### src/vlan_demux_pkg.sv
// ==============================
// Shared widths and constants for the VLAN demultiplexer
// Tag word sits in bits 127:96 of the first beat, with lanes
// byte-swapped as on the wire. BUF_DEPTH must be a power of two.
// ==============================
`default_nettype none

package vlan_demux_pkg;

  // Stream widths
  localparam int DATA_W = 256;
  localparam int KEEP_W = DATA_W / 8;
  localparam int USER_W = 128;

  // Output ports
  localparam int NUM_PORTS = 8;
  localparam int PORT_W    = 3;

  // 802.1Q tag location and values
  localparam int TAG_LSB = 96;
  localparam int TAG_W   = 32;
  localparam int VID_W   = 12;
  localparam logic [15:0]      VLAN_TPID = 16'h0081;
  localparam logic [VID_W-1:0] VID_FIRST = 12'd1;

  // Beat buffer and decision queue
  localparam int BUF_DEPTH = 4;
  localparam int BUF_PTR_W = $clog2(BUF_DEPTH);
  localparam int BUF_CNT_W = $clog2(BUF_DEPTH + 1);

  // Tag word seen as two halves or as the individual fields
  typedef union packed {
    struct packed {
      logic [15:0] tci;
      logic [15:0] tpid;
    } halves;
    struct packed {
      logic [7:0]  vid_lo;
      logic [2:0]  prio;
      logic        drop;
      logic [3:0]  vid_hi;
      logic [15:0] tpid;
    } fields;
  } vlan_tag_u;

endpackage

`default_nettype wire

### src/vlan_tag_parser.sv
// ==============================
// Decodes the tag of each packet's first beat and queues one
// routing decision per packet. Queue depth equals the beat
// buffer depth, so it cannot overflow.
// ==============================
`timescale 1ns/1ns
`default_nettype none

module vlan_tag_parser import vlan_demux_pkg::*; (
  input  wire logic              axis_aclk,
  input  wire logic              axis_resetn,
  input  wire logic              beat_accept,
  input  wire logic [DATA_W-1:0] beat_tdata,
  input  wire logic              beat_tlast,
  input  wire logic              dec_pop,
  output logic                   dec_valid,
  output logic [PORT_W-1:0]      dec_port,
  output logic                   dec_fwd
);

  logic             sop;
  vlan_tag_u        tag;
  logic [VID_W-1:0] vid;
  logic [VID_W-1:0] vid_off;
  logic             tpid_ok;
  logic             vid_ok;
  logic             push;

  // Pointers carry one extra bit to tell full from empty
  logic [BUF_PTR_W:0] wr_ptr;
  logic [BUF_PTR_W:0] rd_ptr;
  logic [PORT_W-1:0]  q_port [BUF_DEPTH];
  logic               q_fwd  [BUF_DEPTH];

  assign tag     = beat_tdata[TAG_LSB +: TAG_W];
  assign vid     = {tag.fields.vid_hi, tag.fields.vid_lo};
  assign vid_off = vid - VID_FIRST;
  assign tpid_ok = (tag.halves.tpid == VLAN_TPID);
  // VID 0 wraps to a large offset and falls out of range
  assign vid_ok  = (vid_off < VID_W'(NUM_PORTS));
  assign push    = beat_accept & sop;

  // Next accepted beat starts a packet after tlast
  always_ff @(posedge axis_aclk) begin
    if (axis_resetn) begin
      sop    <= 1'b1;
      wr_ptr <= '0;
      rd_ptr <= '0;
    end else begin
      if (beat_accept)
        sop <= beat_tlast;
      if (push)
        wr_ptr <= wr_ptr + 1'b1;
      if (dec_pop)
        rd_ptr <= rd_ptr + 1'b1;
    end
  end

  always_ff @(posedge axis_aclk) begin
    if (push) begin
      q_port[wr_ptr[BUF_PTR_W-1:0]] <= vid_off[PORT_W-1:0];
      q_fwd[wr_ptr[BUF_PTR_W-1:0]]  <= tpid_ok & vid_ok;
    end
  end

  assign dec_valid = (wr_ptr != rd_ptr);
  assign dec_port  = q_port[rd_ptr[BUF_PTR_W-1:0]];
  assign dec_fwd   = q_fwd[rd_ptr[BUF_PTR_W-1:0]];

endmodule

`default_nettype wire

### src/beat_buffer.sv
// ==============================
// Small FIFO of whole input beats
// in_tready is registered, so a full buffer is seen one edge
// late and the FIFO never takes more than BUF_DEPTH beats.
// ==============================
`timescale 1ns/1ns
`default_nettype none

module beat_buffer import vlan_demux_pkg::*; (
  input  wire logic              axis_aclk,
  input  wire logic              axis_resetn,
  input  wire logic [DATA_W-1:0] in_tdata,
  input  wire logic [KEEP_W-1:0] in_tkeep,
  input  wire logic [USER_W-1:0] in_tuser,
  input  wire logic              in_tlast,
  input  wire logic              in_tvalid,
  input  wire logic              head_pop,
  output logic                   in_tready,
  output logic                   beat_accept,
  output logic                   head_valid,
  output logic [DATA_W-1:0]      head_tdata,
  output logic [KEEP_W-1:0]      head_tkeep,
  output logic [USER_W-1:0]      head_tuser,
  output logic                   head_tlast
);

  logic [DATA_W-1:0] mem_tdata [BUF_DEPTH];
  logic [KEEP_W-1:0] mem_tkeep [BUF_DEPTH];
  logic [USER_W-1:0] mem_tuser [BUF_DEPTH];
  logic              mem_tlast [BUF_DEPTH];

  logic [BUF_PTR_W-1:0] wr_ptr;
  logic [BUF_PTR_W-1:0] rd_ptr;
  logic [BUF_CNT_W-1:0] count;
  logic [BUF_CNT_W-1:0] count_next;

  assign beat_accept = in_tvalid & in_tready;
  assign count_next  = count + BUF_CNT_W'(beat_accept) - BUF_CNT_W'(head_pop);

  always_ff @(posedge axis_aclk) begin
    if (axis_resetn) begin
      wr_ptr    <= '0;
      rd_ptr    <= '0;
      count     <= '0;
      in_tready <= 1'b0;
    end else begin
      if (beat_accept)
        wr_ptr <= wr_ptr + 1'b1;
      if (head_pop)
        rd_ptr <= rd_ptr + 1'b1;
      count     <= count_next;
      // Ready for the next cycle only if a slot is left
      in_tready <= (count_next != BUF_CNT_W'(BUF_DEPTH));
    end
  end

  // Storage
  always_ff @(posedge axis_aclk) begin
    if (beat_accept) begin
      mem_tdata[wr_ptr] <= in_tdata;
      mem_tkeep[wr_ptr] <= in_tkeep;
      mem_tuser[wr_ptr] <= in_tuser;
      mem_tlast[wr_ptr] <= in_tlast;
    end
  end

  assign head_valid = (count != '0);
  assign head_tdata = mem_tdata[rd_ptr];
  assign head_tkeep = mem_tkeep[rd_ptr];
  assign head_tuser = mem_tuser[rd_ptr];
  assign head_tlast = mem_tlast[rd_ptr];

endmodule

`default_nettype wire

### src/port_steer.sv
// ==============================
// Pairs the head decision with head beats. Forwarded beats go
// through one output register shared by all ports; at most one
// out_tvalid bit is high. Discarded beats drain one per cycle.
// ==============================
`timescale 1ns/1ns
`default_nettype none

module port_steer import vlan_demux_pkg::*; (
  input  wire logic                 axis_aclk,
  input  wire logic                 axis_resetn,
  input  wire logic                 head_valid,
  input  wire logic [DATA_W-1:0]    head_tdata,
  input  wire logic [KEEP_W-1:0]    head_tkeep,
  input  wire logic [USER_W-1:0]    head_tuser,
  input  wire logic                 head_tlast,
  input  wire logic                 dec_valid,
  input  wire logic [PORT_W-1:0]    dec_port,
  input  wire logic                 dec_fwd,
  input  wire logic [NUM_PORTS-1:0] out_tready,
  output logic                      head_pop,
  output logic                      dec_pop,
  output logic [DATA_W-1:0]         out_tdata,
  output logic [KEEP_W-1:0]         out_tkeep,
  output logic [USER_W-1:0]         out_tuser,
  output logic                      out_tlast,
  output logic [NUM_PORTS-1:0]      out_tvalid
);

  logic                 active;
  logic                 out_taken;
  logic                 out_free;
  logic                 load;
  logic                 discard;
  logic [NUM_PORTS-1:0] port_sel;

  // Need both a beat and its packet's decision
  assign active    = head_valid & dec_valid;

  // Output register can take a new beat when empty or draining now
  assign out_taken = |(out_tvalid & out_tready);
  assign out_free  = ~(|out_tvalid) | out_taken;

  assign load      = active & dec_fwd & out_free;
  assign discard   = active & ~dec_fwd;
  assign head_pop  = load | discard;
  // Last beat of the packet retires its decision
  assign dec_pop   = head_pop & head_tlast;

  assign port_sel  = NUM_PORTS'(1) << dec_port;

  always_ff @(posedge axis_aclk) begin
    if (axis_resetn) begin
      out_tvalid <= '0;
    end else if (load) begin
      out_tvalid <= port_sel;
    end else if (out_taken) begin
      out_tvalid <= '0;
    end
  end

  // Payload held until the selected port takes it
  always_ff @(posedge axis_aclk) begin
    if (load) begin
      out_tdata <= head_tdata;
      out_tkeep <= head_tkeep;
      out_tuser <= head_tuser;
      out_tlast <= head_tlast;
    end
  end

endmodule

`default_nettype wire

### src/vlan_demux.sv
// ==============================
// VLAN tag demultiplexer, one stream in and eight out
// Outputs share one data bus with a valid and ready per port.
// Packets with a bad TPID or VID outside 1..8 are dropped.
// ==============================
`timescale 1ns/1ns
`default_nettype none

module vlan_demux import vlan_demux_pkg::*; (
  input  wire logic                 axis_aclk,
  input  wire logic                 axis_resetn,
  input  wire logic [DATA_W-1:0]    in_tdata,
  input  wire logic [KEEP_W-1:0]    in_tkeep,
  input  wire logic [USER_W-1:0]    in_tuser,
  input  wire logic                 in_tlast,
  input  wire logic                 in_tvalid,
  output logic                      in_tready,
  output logic [DATA_W-1:0]         out_tdata,
  output logic [KEEP_W-1:0]         out_tkeep,
  output logic [USER_W-1:0]         out_tuser,
  output logic                      out_tlast,
  output logic [NUM_PORTS-1:0]      out_tvalid,
  input  wire logic [NUM_PORTS-1:0] out_tready
);

  logic              beat_accept;
  logic              dec_valid;
  logic [PORT_W-1:0] dec_port;
  logic              dec_fwd;
  logic              dec_pop;
  logic              head_valid;
  logic [DATA_W-1:0] head_tdata;
  logic [KEEP_W-1:0] head_tkeep;
  logic [USER_W-1:0] head_tuser;
  logic              head_tlast;
  logic              head_pop;

  // Parser sees the input beat directly, qualified by beat_accept
  vlan_tag_parser parser_inst (
    .axis_aclk   (axis_aclk),
    .axis_resetn (axis_resetn),
    .beat_accept (beat_accept),
    .beat_tdata  (in_tdata),
    .beat_tlast  (in_tlast),
    .dec_pop     (dec_pop),
    .dec_valid   (dec_valid),
    .dec_port    (dec_port),
    .dec_fwd     (dec_fwd)
  );

  beat_buffer buffer_inst (
    .axis_aclk   (axis_aclk),
    .axis_resetn (axis_resetn),
    .in_tdata    (in_tdata),
    .in_tkeep    (in_tkeep),
    .in_tuser    (in_tuser),
    .in_tlast    (in_tlast),
    .in_tvalid   (in_tvalid),
    .head_pop    (head_pop),
    .in_tready   (in_tready),
    .beat_accept (beat_accept),
    .head_valid  (head_valid),
    .head_tdata  (head_tdata),
    .head_tkeep  (head_tkeep),
    .head_tuser  (head_tuser),
    .head_tlast  (head_tlast)
  );

  port_steer steer_inst (
    .axis_aclk   (axis_aclk),
    .axis_resetn (axis_resetn),
    .head_valid  (head_valid),
    .head_tdata  (head_tdata),
    .head_tkeep  (head_tkeep),
    .head_tuser  (head_tuser),
    .head_tlast  (head_tlast),
    .dec_valid   (dec_valid),
    .dec_port    (dec_port),
    .dec_fwd     (dec_fwd),
    .out_tready  (out_tready),
    .head_pop    (head_pop),
    .dec_pop     (dec_pop),
    .out_tdata   (out_tdata),
    .out_tkeep   (out_tkeep),
    .out_tuser   (out_tuser),
    .out_tlast   (out_tlast),
    .out_tvalid  (out_tvalid)
  );

endmodule

`default_nettype wire

### config.mk
export PLATFORM = sky130hd
export DESIGN_NAME = vlan_demux
export DESIGN_NICKNAME = d
export VERILOG_FILES = /design/src/vlan_demux_pkg.sv /design/src/vlan_tag_parser.sv /design/src/beat_buffer.sv /design/src/port_steer.sv /design/src/vlan_demux.sv
export SDC_FILE = /design/constraint.sdc
export NUM_CORES = 1
export LEC_CHECK = 0
export BUFFER_PORTS_ARGS = -buffer_cell sky130_fd_sc_hd__buf_4
export CAP_MARGIN = 20
export CORE_MARGIN = 5
export CORE_UTILIZATION = 62
export CTS_CLUSTER_SIZE = 16
export DETAILED_ROUTE_END_ITERATION = 8
export GPL_ROUTABILITY_DRIVEN = 0
export PLACE_DENSITY = 0.94
export SETUP_SLACK_MARGIN = 0.2
export SLEW_MARGIN = 20
export SYNTH_ARGS = -nofsm -noshare
export SYNTH_HDL_FRONTEND = slang
export SYNTH_SLANG_ARGS = --single-unit
### constraint.sdc
create_clock -name axis_aclk -period 35.1 [get_ports axis_aclk]
set_clock_uncertainty 0.2 [all_clocks]
set_input_delay 7.02 -clock axis_aclk [delete_from_list [all_inputs] [get_ports axis_aclk]]
set_output_delay 7.02 -clock axis_aclk [all_outputs]
set_load 0.005 [all_outputs]
==> impl_metrics.yaml, run 1 <==
power_and_ir_drop:
  p_sw_uw: 1520
  p_seq_frac: 0.518
  power_uw: 6180
  swShare: 0.246
  clkPwrFrac: 0.352
  p_int_uw: 4660
  p_leak_uw: 0.0292
  power.density_nw_per_um2: 69.2
  power.share.combinational: 0.130
  peakVddDrop_uv: 71.0
clock_network:
  clk_pin_slew_ns: 0.06
  cts_buffer_depth: 3
  ctsHoldBuffers: 0
  cts_root_buffer: "clkbuf_16"
  htreeDepth: 4
  cts_tree: "done"
  post_cts_buffers: 0
  cts_made_buffers: 192
  cts_sinks: 2128
  post_cts_resized: 0
  insertion_delay_ns: 0.81
detailed_routing:
  maxUsedRoutingLayer: "met5"
  met1_length_um: 63900
  routedWlPerCell_um: 38.5
  firstDrtPassIters: 5
  via_per_inst: 6.61
  route.met2.wl_um: 113000
  dr_wl_met3_um: 24200
  routed_wl_um: 215000
  drtIter0Drc: 5376
  vias: 37000
  antenna_left: 0
  drc: 0
synth:
  synthesis.area_um2: 74500
  yosysWarningCount: 0
  synth_edf_count: 2101
  ys_seq_area_frac: 0.854
  syn_inst: 2783
  synth_flop_cell: "edfxtp_1"
  ys_ff_latch: 2128
  syn_area_per_cell_um2: 26.8
  syn-num-nets: 3224
  synth_cell_types: 48
  async_flop_share: 0
status:
  status: "finished, final reports clean"
grt:
  grt_pass1_wl_um: 294000
  grt_pass1_vias: 38400
  grt_usage: 0.332
  overflow: 0
  antenna_found_initial: 47
  grt_max_degree: 143
layout:
  fin_cells: 5588
  area_growth_pct: 19.9
  layout.nets: 4216
  drive_above_1_share: 0.408
  fin_area_um2: 89300
  utilization: 0.747
floorplan:
  rows: 127
  die_w_um: 357
  die_area_um2: 127000
  initial_core_util: 0.623
  die_h_um: 357
  io_pins: 854
  core-area_um2: 120000
place:
  dp_hpwl_um: 118000
  io_buffers: 853
  dpl_cell_area_um2: 82900
  dp.cells: 5193
sta:
  max_freq_mhz: 92.2
  timing.setup.tns_ns: 0
  fin_crit_ns: 10.85
  grt_setup_unrepaired: "no"
  slew_headroom: 0.200
  fin_crit_sh: 0.309
  hold_viol_final: 0
  setup_viol: 0
  finalMaxSlewViolations: 0
  tightest_slew_ns: 1.20
setup_path:
  worst_path_max_delay_cell: "buf_4"
  cp.arrival_ns: 11.07
  cp_max_fo: 69
  required_ns: 35.32
  crit_buf_inv: 4
  cpPeakStageDelay_ns: 0.91
  crit_top_cell: "buf_4"
  critPathLaunchType: "input pin"
  r2r_setup_slack_ns: 29.85
  endpoint_kind: "register"
  path_class: "in -> reg"
  cp_top_family: "buffers and inverters"
  cp_cell_sequence: "buf_4, a22oi_1, and4_1, and2_1, nor2_4, buf_4, buf_4, buf_4"
min_path:
  min_path_type: "reg -> reg"
run:
  maxCapViolations: 0
## stage by stage
step | setup WS (ns) | hold slack, ns
2_1_floorplan | 8.94 | 0.269
3_3_place_gp | 23.72 | 0.291
3_5_place_dp | 23.52 | 0.305
4_1_cts | 24.39 | 0.314
5_1_grt | 24.20 | 0.324
6_report | 24.25 | 0.322
## cell type report
type / instances / area (um^2)
sequential: 2128 / 63600
fill: 5656 / 30300
multi-input combinational: 543 / 10400
timing repair buffer: 894 / 6770
clock buffer: 238 / 5110
tap: 1612 / 2020
clock inverter: 111 / 1210
antenna: 46 / 115
inverter: 16 / 60.1
## cell usage in the layout, fill, tap and decap left out, types with 3 or more instances in the layout
cell	count
buf_4	889
mux4_2	418
a22oi_1	4
clkbuf_1	39
mux4_1	3
o2bb2ai_1	4
nand2b_1	3
nor4_1	5
edfxtp_1	2101
a32o_1	3
ha_1	12
nand2_1	13
xor2_1	4
buf_12	4
clkinvlp_4	6
nand3_1	3
nor2_1	12
diode_2	46
and3_1	4
a21oi_1	7
and3_4	4
inv_1	16
clkinv_2	34
clkinv_4	3
nor3_1	3
bufinv_16	22
xnor2_1	6
dfxtp_1	25
nor4b_1	3
clkbuf_16	198
inv_6	5
clkinv_1	35
## worst paths after layout
kind | depth (start not counted) | end | startpoint
min | 1 | steer_inst.out_tvalid[5]$_SDFFE_PP0P_ | steer_inst.out_tvalid[5]$_SDFFE_PP0P_
min reg2reg | 1 | steer_inst.out_tvalid[5]$_SDFFE_PP0P_ | steer_inst.out_tvalid[5]$_SDFFE_PP0P_
max reg2reg | 5 | steer_inst.out_tkeep[26]$_DFFE_PP_ | buffer_inst.rd_ptr[0]$_SDFFE_PP0N_
max | 8 | steer_inst.out_tuser[46]$_DFFE_PP_ | out_tready[1]
## power by group through the flow
stage | combinational, uW | sequential, uW | clock (uW)
after CTS | 803 | 3200 | 2170
after global placement | 727 | 3210 | 0
after global routing | 842 | 3210 | 2300
after floorplan | 454 | 3310 | 0
after detailed placement | 773 | 3230 | 0
final | 804 | 3200 | 2170
## cells in the mapped netlist, drive strengths merged (2+ instances only)
cell	instances	area [um^2]
edfxtp	2101	63100
mux4	421	9490
buf	72	324
dfxtp	27	541
clkbuf	24	90.1
inv	16	60.1
nor2	14	55.1
nand2	13	48.8
ha	12	150
and3	8	50.1
a21oi	7	35.0
xnor2	6	52.6
nor4	5	31.3
a22oi	4	30.0
nor4b	4	41.3
o2bb2ai	4	35.0
xor2	4	35.0
a32o	3	30.0
and2	3	20.0
nand2b	3	18.8
nand3	3	15.0
nor3	3	15.0
a31o	2	17.5
nand4	2	12.5
nor2b	2	12.5
o21ai	2	10.0
or3	2	12.5
## registers in the layout, indices dropped and copies added (netlist names), 4 cells and up, named ones only
register and cells:
buffer_inst.mem_tdata 1024, buffer_inst.mem_tkeep 128, buffer_inst.mem_tlast 4, buffer_inst.mem_tuser 512
parser_inst.q_fwd 4, parser_inst.q_port 12, steer_inst.out_tdata 256, steer_inst.out_tkeep 32
steer_inst.out_tuser 128, steer_inst.out_tvalid 8
## cells by family (layout without fill, tap and decap cells)
logic type,count (synthesis),in the layout,synth area share
fa+ha+maj,13,13,0.00228
other cells,0,46,0
xor+xnor,10,10,0.00118
compound gates,31,31,0.00346
buf+inv,112,1259,0.00636
simple gates,67,67,0.00514
flops,2128,2128,0.854
mux,422,422,0.128
## metal layers
metal	vias up	GRT usage
met3	662	0.0903
met4	12	0.179
li1	14000	-
met2	3350	0.567
met1	18900	0.390
met5	-	0
Power figures use the tool's default switching activity.
==> inputs of run 2 (changes only) <==
--- a/config.mk
+++ b/config.mk
@@ -8,11 +8,11 @@
 export BUFFER_PORTS_ARGS = -buffer_cell sky130_fd_sc_hd__buf_4
 export CAP_MARGIN = 20
 export CORE_MARGIN = 5
-export CORE_UTILIZATION = 62
+export CORE_UTILIZATION = 58
 export CTS_CLUSTER_SIZE = 16
 export DETAILED_ROUTE_END_ITERATION = 8
 export GPL_ROUTABILITY_DRIVEN = 0
-export PLACE_DENSITY = 0.94
+export PLACE_DENSITY = 0.89
 export SETUP_SLACK_MARGIN = 0.2
 export SLEW_MARGIN = 20
 export SYNTH_ARGS = -nofsm -noshare
==> constraint.sdc (replaced) <==
create_clock -name axis_aclk -period 10.25 [get_ports axis_aclk]
set_clock_uncertainty 0.2 [all_clocks]
set_input_delay 2.05 -clock axis_aclk [delete_from_list [all_inputs] [get_ports axis_aclk]]
set_output_delay 2.05 -clock axis_aclk [all_outputs]
set_load 0.005 [all_outputs]
==> impl_metrics.yaml, run 2 (synthesis gave the netlist of run 1 again) <==
setup_path:
  cp.arrival_ns: 4.54
  cpPeakStageDelay_ns: 0.81
  worstSetupPathDepth: 7
  r2r_setup_slack_ns: 6.59
  critPathLaunchType: "input pin"
  cp_top_family: "buffers and inverters"
  worst_path_max_delay_cell: "buf_4"
  worstReg2RegStart: "steer_inst.out_tvalid[3]$_SDFFE_PP0P_"
  path_class: "in -> reg"
  cp_cell_sequence: "buf_4, a22oi_1, and4_1, and2_1, nor2_4, buf_4, buf_4"
  cp_max_fo: 58
  ff2ff_path_depth: 6
  crit_top_cell: "buf_4"
  crit_buf_inv: 3
  endpoint_kind: "register"
  rr_endpoint: "steer_inst.out_tuser[86]$_DFFE_PP_"
  required_ns: 10.46
clock_network:
  cts_sinks: 2128
  cts_made_buffers: 195
  insertion_delay_ns: 0.81
  cts_root_buffer: "clkbuf_16"
  post_cts_resized: 0
  post_cts_buffers: 0
  cts_tree: "done"
  cts_buffer_depth: 3
  ctsHoldBuffers: 0
  clk_pin_slew_ns: 0.06
  htreeDepth: 4
sta:
  finalMaxSlewViolations: 0
  tightest_slew_ns: 1.11
  setup_slack_ns: 5.92
  max_freq_mhz: 231
  fin_crit_sh: 0.422
  timing.setup.tns_ns: 0
  slew_headroom: 0.252
  hold_viol_final: 0
  grt_setup_unrepaired: "no"
  fin_crit_ns: 4.33
  setup_viol: 0
layout:
  seq_area_um2: 63600
  fin_cells: 5624
  final_cell_mix: "edfxtp_1 (2,101), buf_4 (871), mux4_2 (418)"
  largest_register_ffs: 1024
  area_growth_pct: 19.5
  layout_commonest_cell: "edfxtp_1"
  nFillCells: 6680
  reg_top3: "buffer_inst.mem_tdata x1024, buffer_inst.mem_tuser x512, steer_inst.out_tdata x256"
  multi_input_area_um2: 10400
  layout.nets: 4211
  drive_above_1_share: 0.403
  regMostFlops: "buffer_inst.mem_tdata"
grt:
  antenna_found_initial: 43
  grt_pass1_wl_um: 272000
  grt_pass1_vias: 37400
  grt_max_degree: 153
  overflow: 0
  grt_usage: 0.281
min_path:
  hold_start: "steer_inst.out_tvalid[0]$_SDFFE_PP0P_"
  holdPathEnd: "steer_inst.out_tvalid[0]$_SDFFE_PP0P_"
  hold_depth: 1
  min_path_type: "reg -> reg"
detailed_routing:
  routedWlPerCell_um: 34.2
  firstDrtPassIters: 5
  via_per_inst: 6.29
  vias: 35400
  drc: 0
  drtIter0Drc: 4676
  antenna_left: 0
  routed_wl_um: 192000
power_and_ir_drop:
  p_leak_uw: 0.0290
  power_uw: 20400
  power.density_nw_per_um2: 230
  peakVddDrop_uv: 267
place:
  dp_hpwl_um: 109000
  pre_cts_ws_ns: 5.19
  io_buffers: 853
  dp.cells: 5235
floorplan:
  rows: 131
  core-area_um2: 128000
  initial_core_util: 0.584
  die_area_um2: 136000
  die_h_um: 368
  die_w_um: 368
  io_pins: 854
status:
  status: "finished, final reports clean"
run:
  maxCapViolations: 0
[run 2: changes by cell type in the layout (fill, tap and decap cells not counted), moves of 6 or more]
cell | previous run | this run
diode_2 | 46 | 40
buf_4 | 889 | 871
clkinv_1 | 35 | 47
buf_12 | 4 | 15
bufinv_16 | 22 | 7
[run 2: how the worst max path moves through the flow]
stage                       start                                  to  slack [ns]
CTS                 out_tready[6]   steer_inst.out_tdata[4]$_DFFE_PP_        6.02
detailed placement  out_tready[6]  steer_inst.out_tuser[87]$_DFFE_PP_        5.19
floorplan           out_tready[1]   steer_inst.out_tdata[0]$_DFFE_PP_        0.91
global placement    out_tready[1]  steer_inst.out_tkeep[30]$_DFFE_PP_        5.19
finish              out_tready[6]  steer_inst.out_tuser[86]$_DFFE_PP_        5.92
global route        out_tready[6]   steer_inst.out_tdata[4]$_DFFE_PP_        5.88
[run 2: layout make-up]
type | count | share of cell area
repair buffers | 886 | 0.0768
inverters | 16 | 0.000674
clock inverters | 106 | 0.00878
diodes | 40 | 0.00112
well taps | 1662 | 0.0233
multi-input cells | 543 | 0.117
flip-flops and latches | 2128 | 0.715
clock buffers | 243 | 0.0576
[run 2: metrics by stage]
stage               area, um^2  utilization  hold WS [ns]
finish                   89100        0.698         0.322
global route             89000        0.697         0.324
floorplan                74500            -         0.269
global placement         83000        0.650         0.298
CTS                      89000        0.697         0.311
detailed placement       83000        0.650         0.297
[run 2: power breakdown]
part           internal (uW)  total [uW]  switching (uW)
clock                   3730        6890            3170
combinational           1250        2640            1390
sequential             10600       10900             313
total                  15600       20400            4870
[run 2: per-layer routing]
layer  routed length (um)  global-route usage
met1                60900               0.333
met2               101000               0.485
met3                21500              0.0881
met4                 8240               0.112
met5                   53                   0
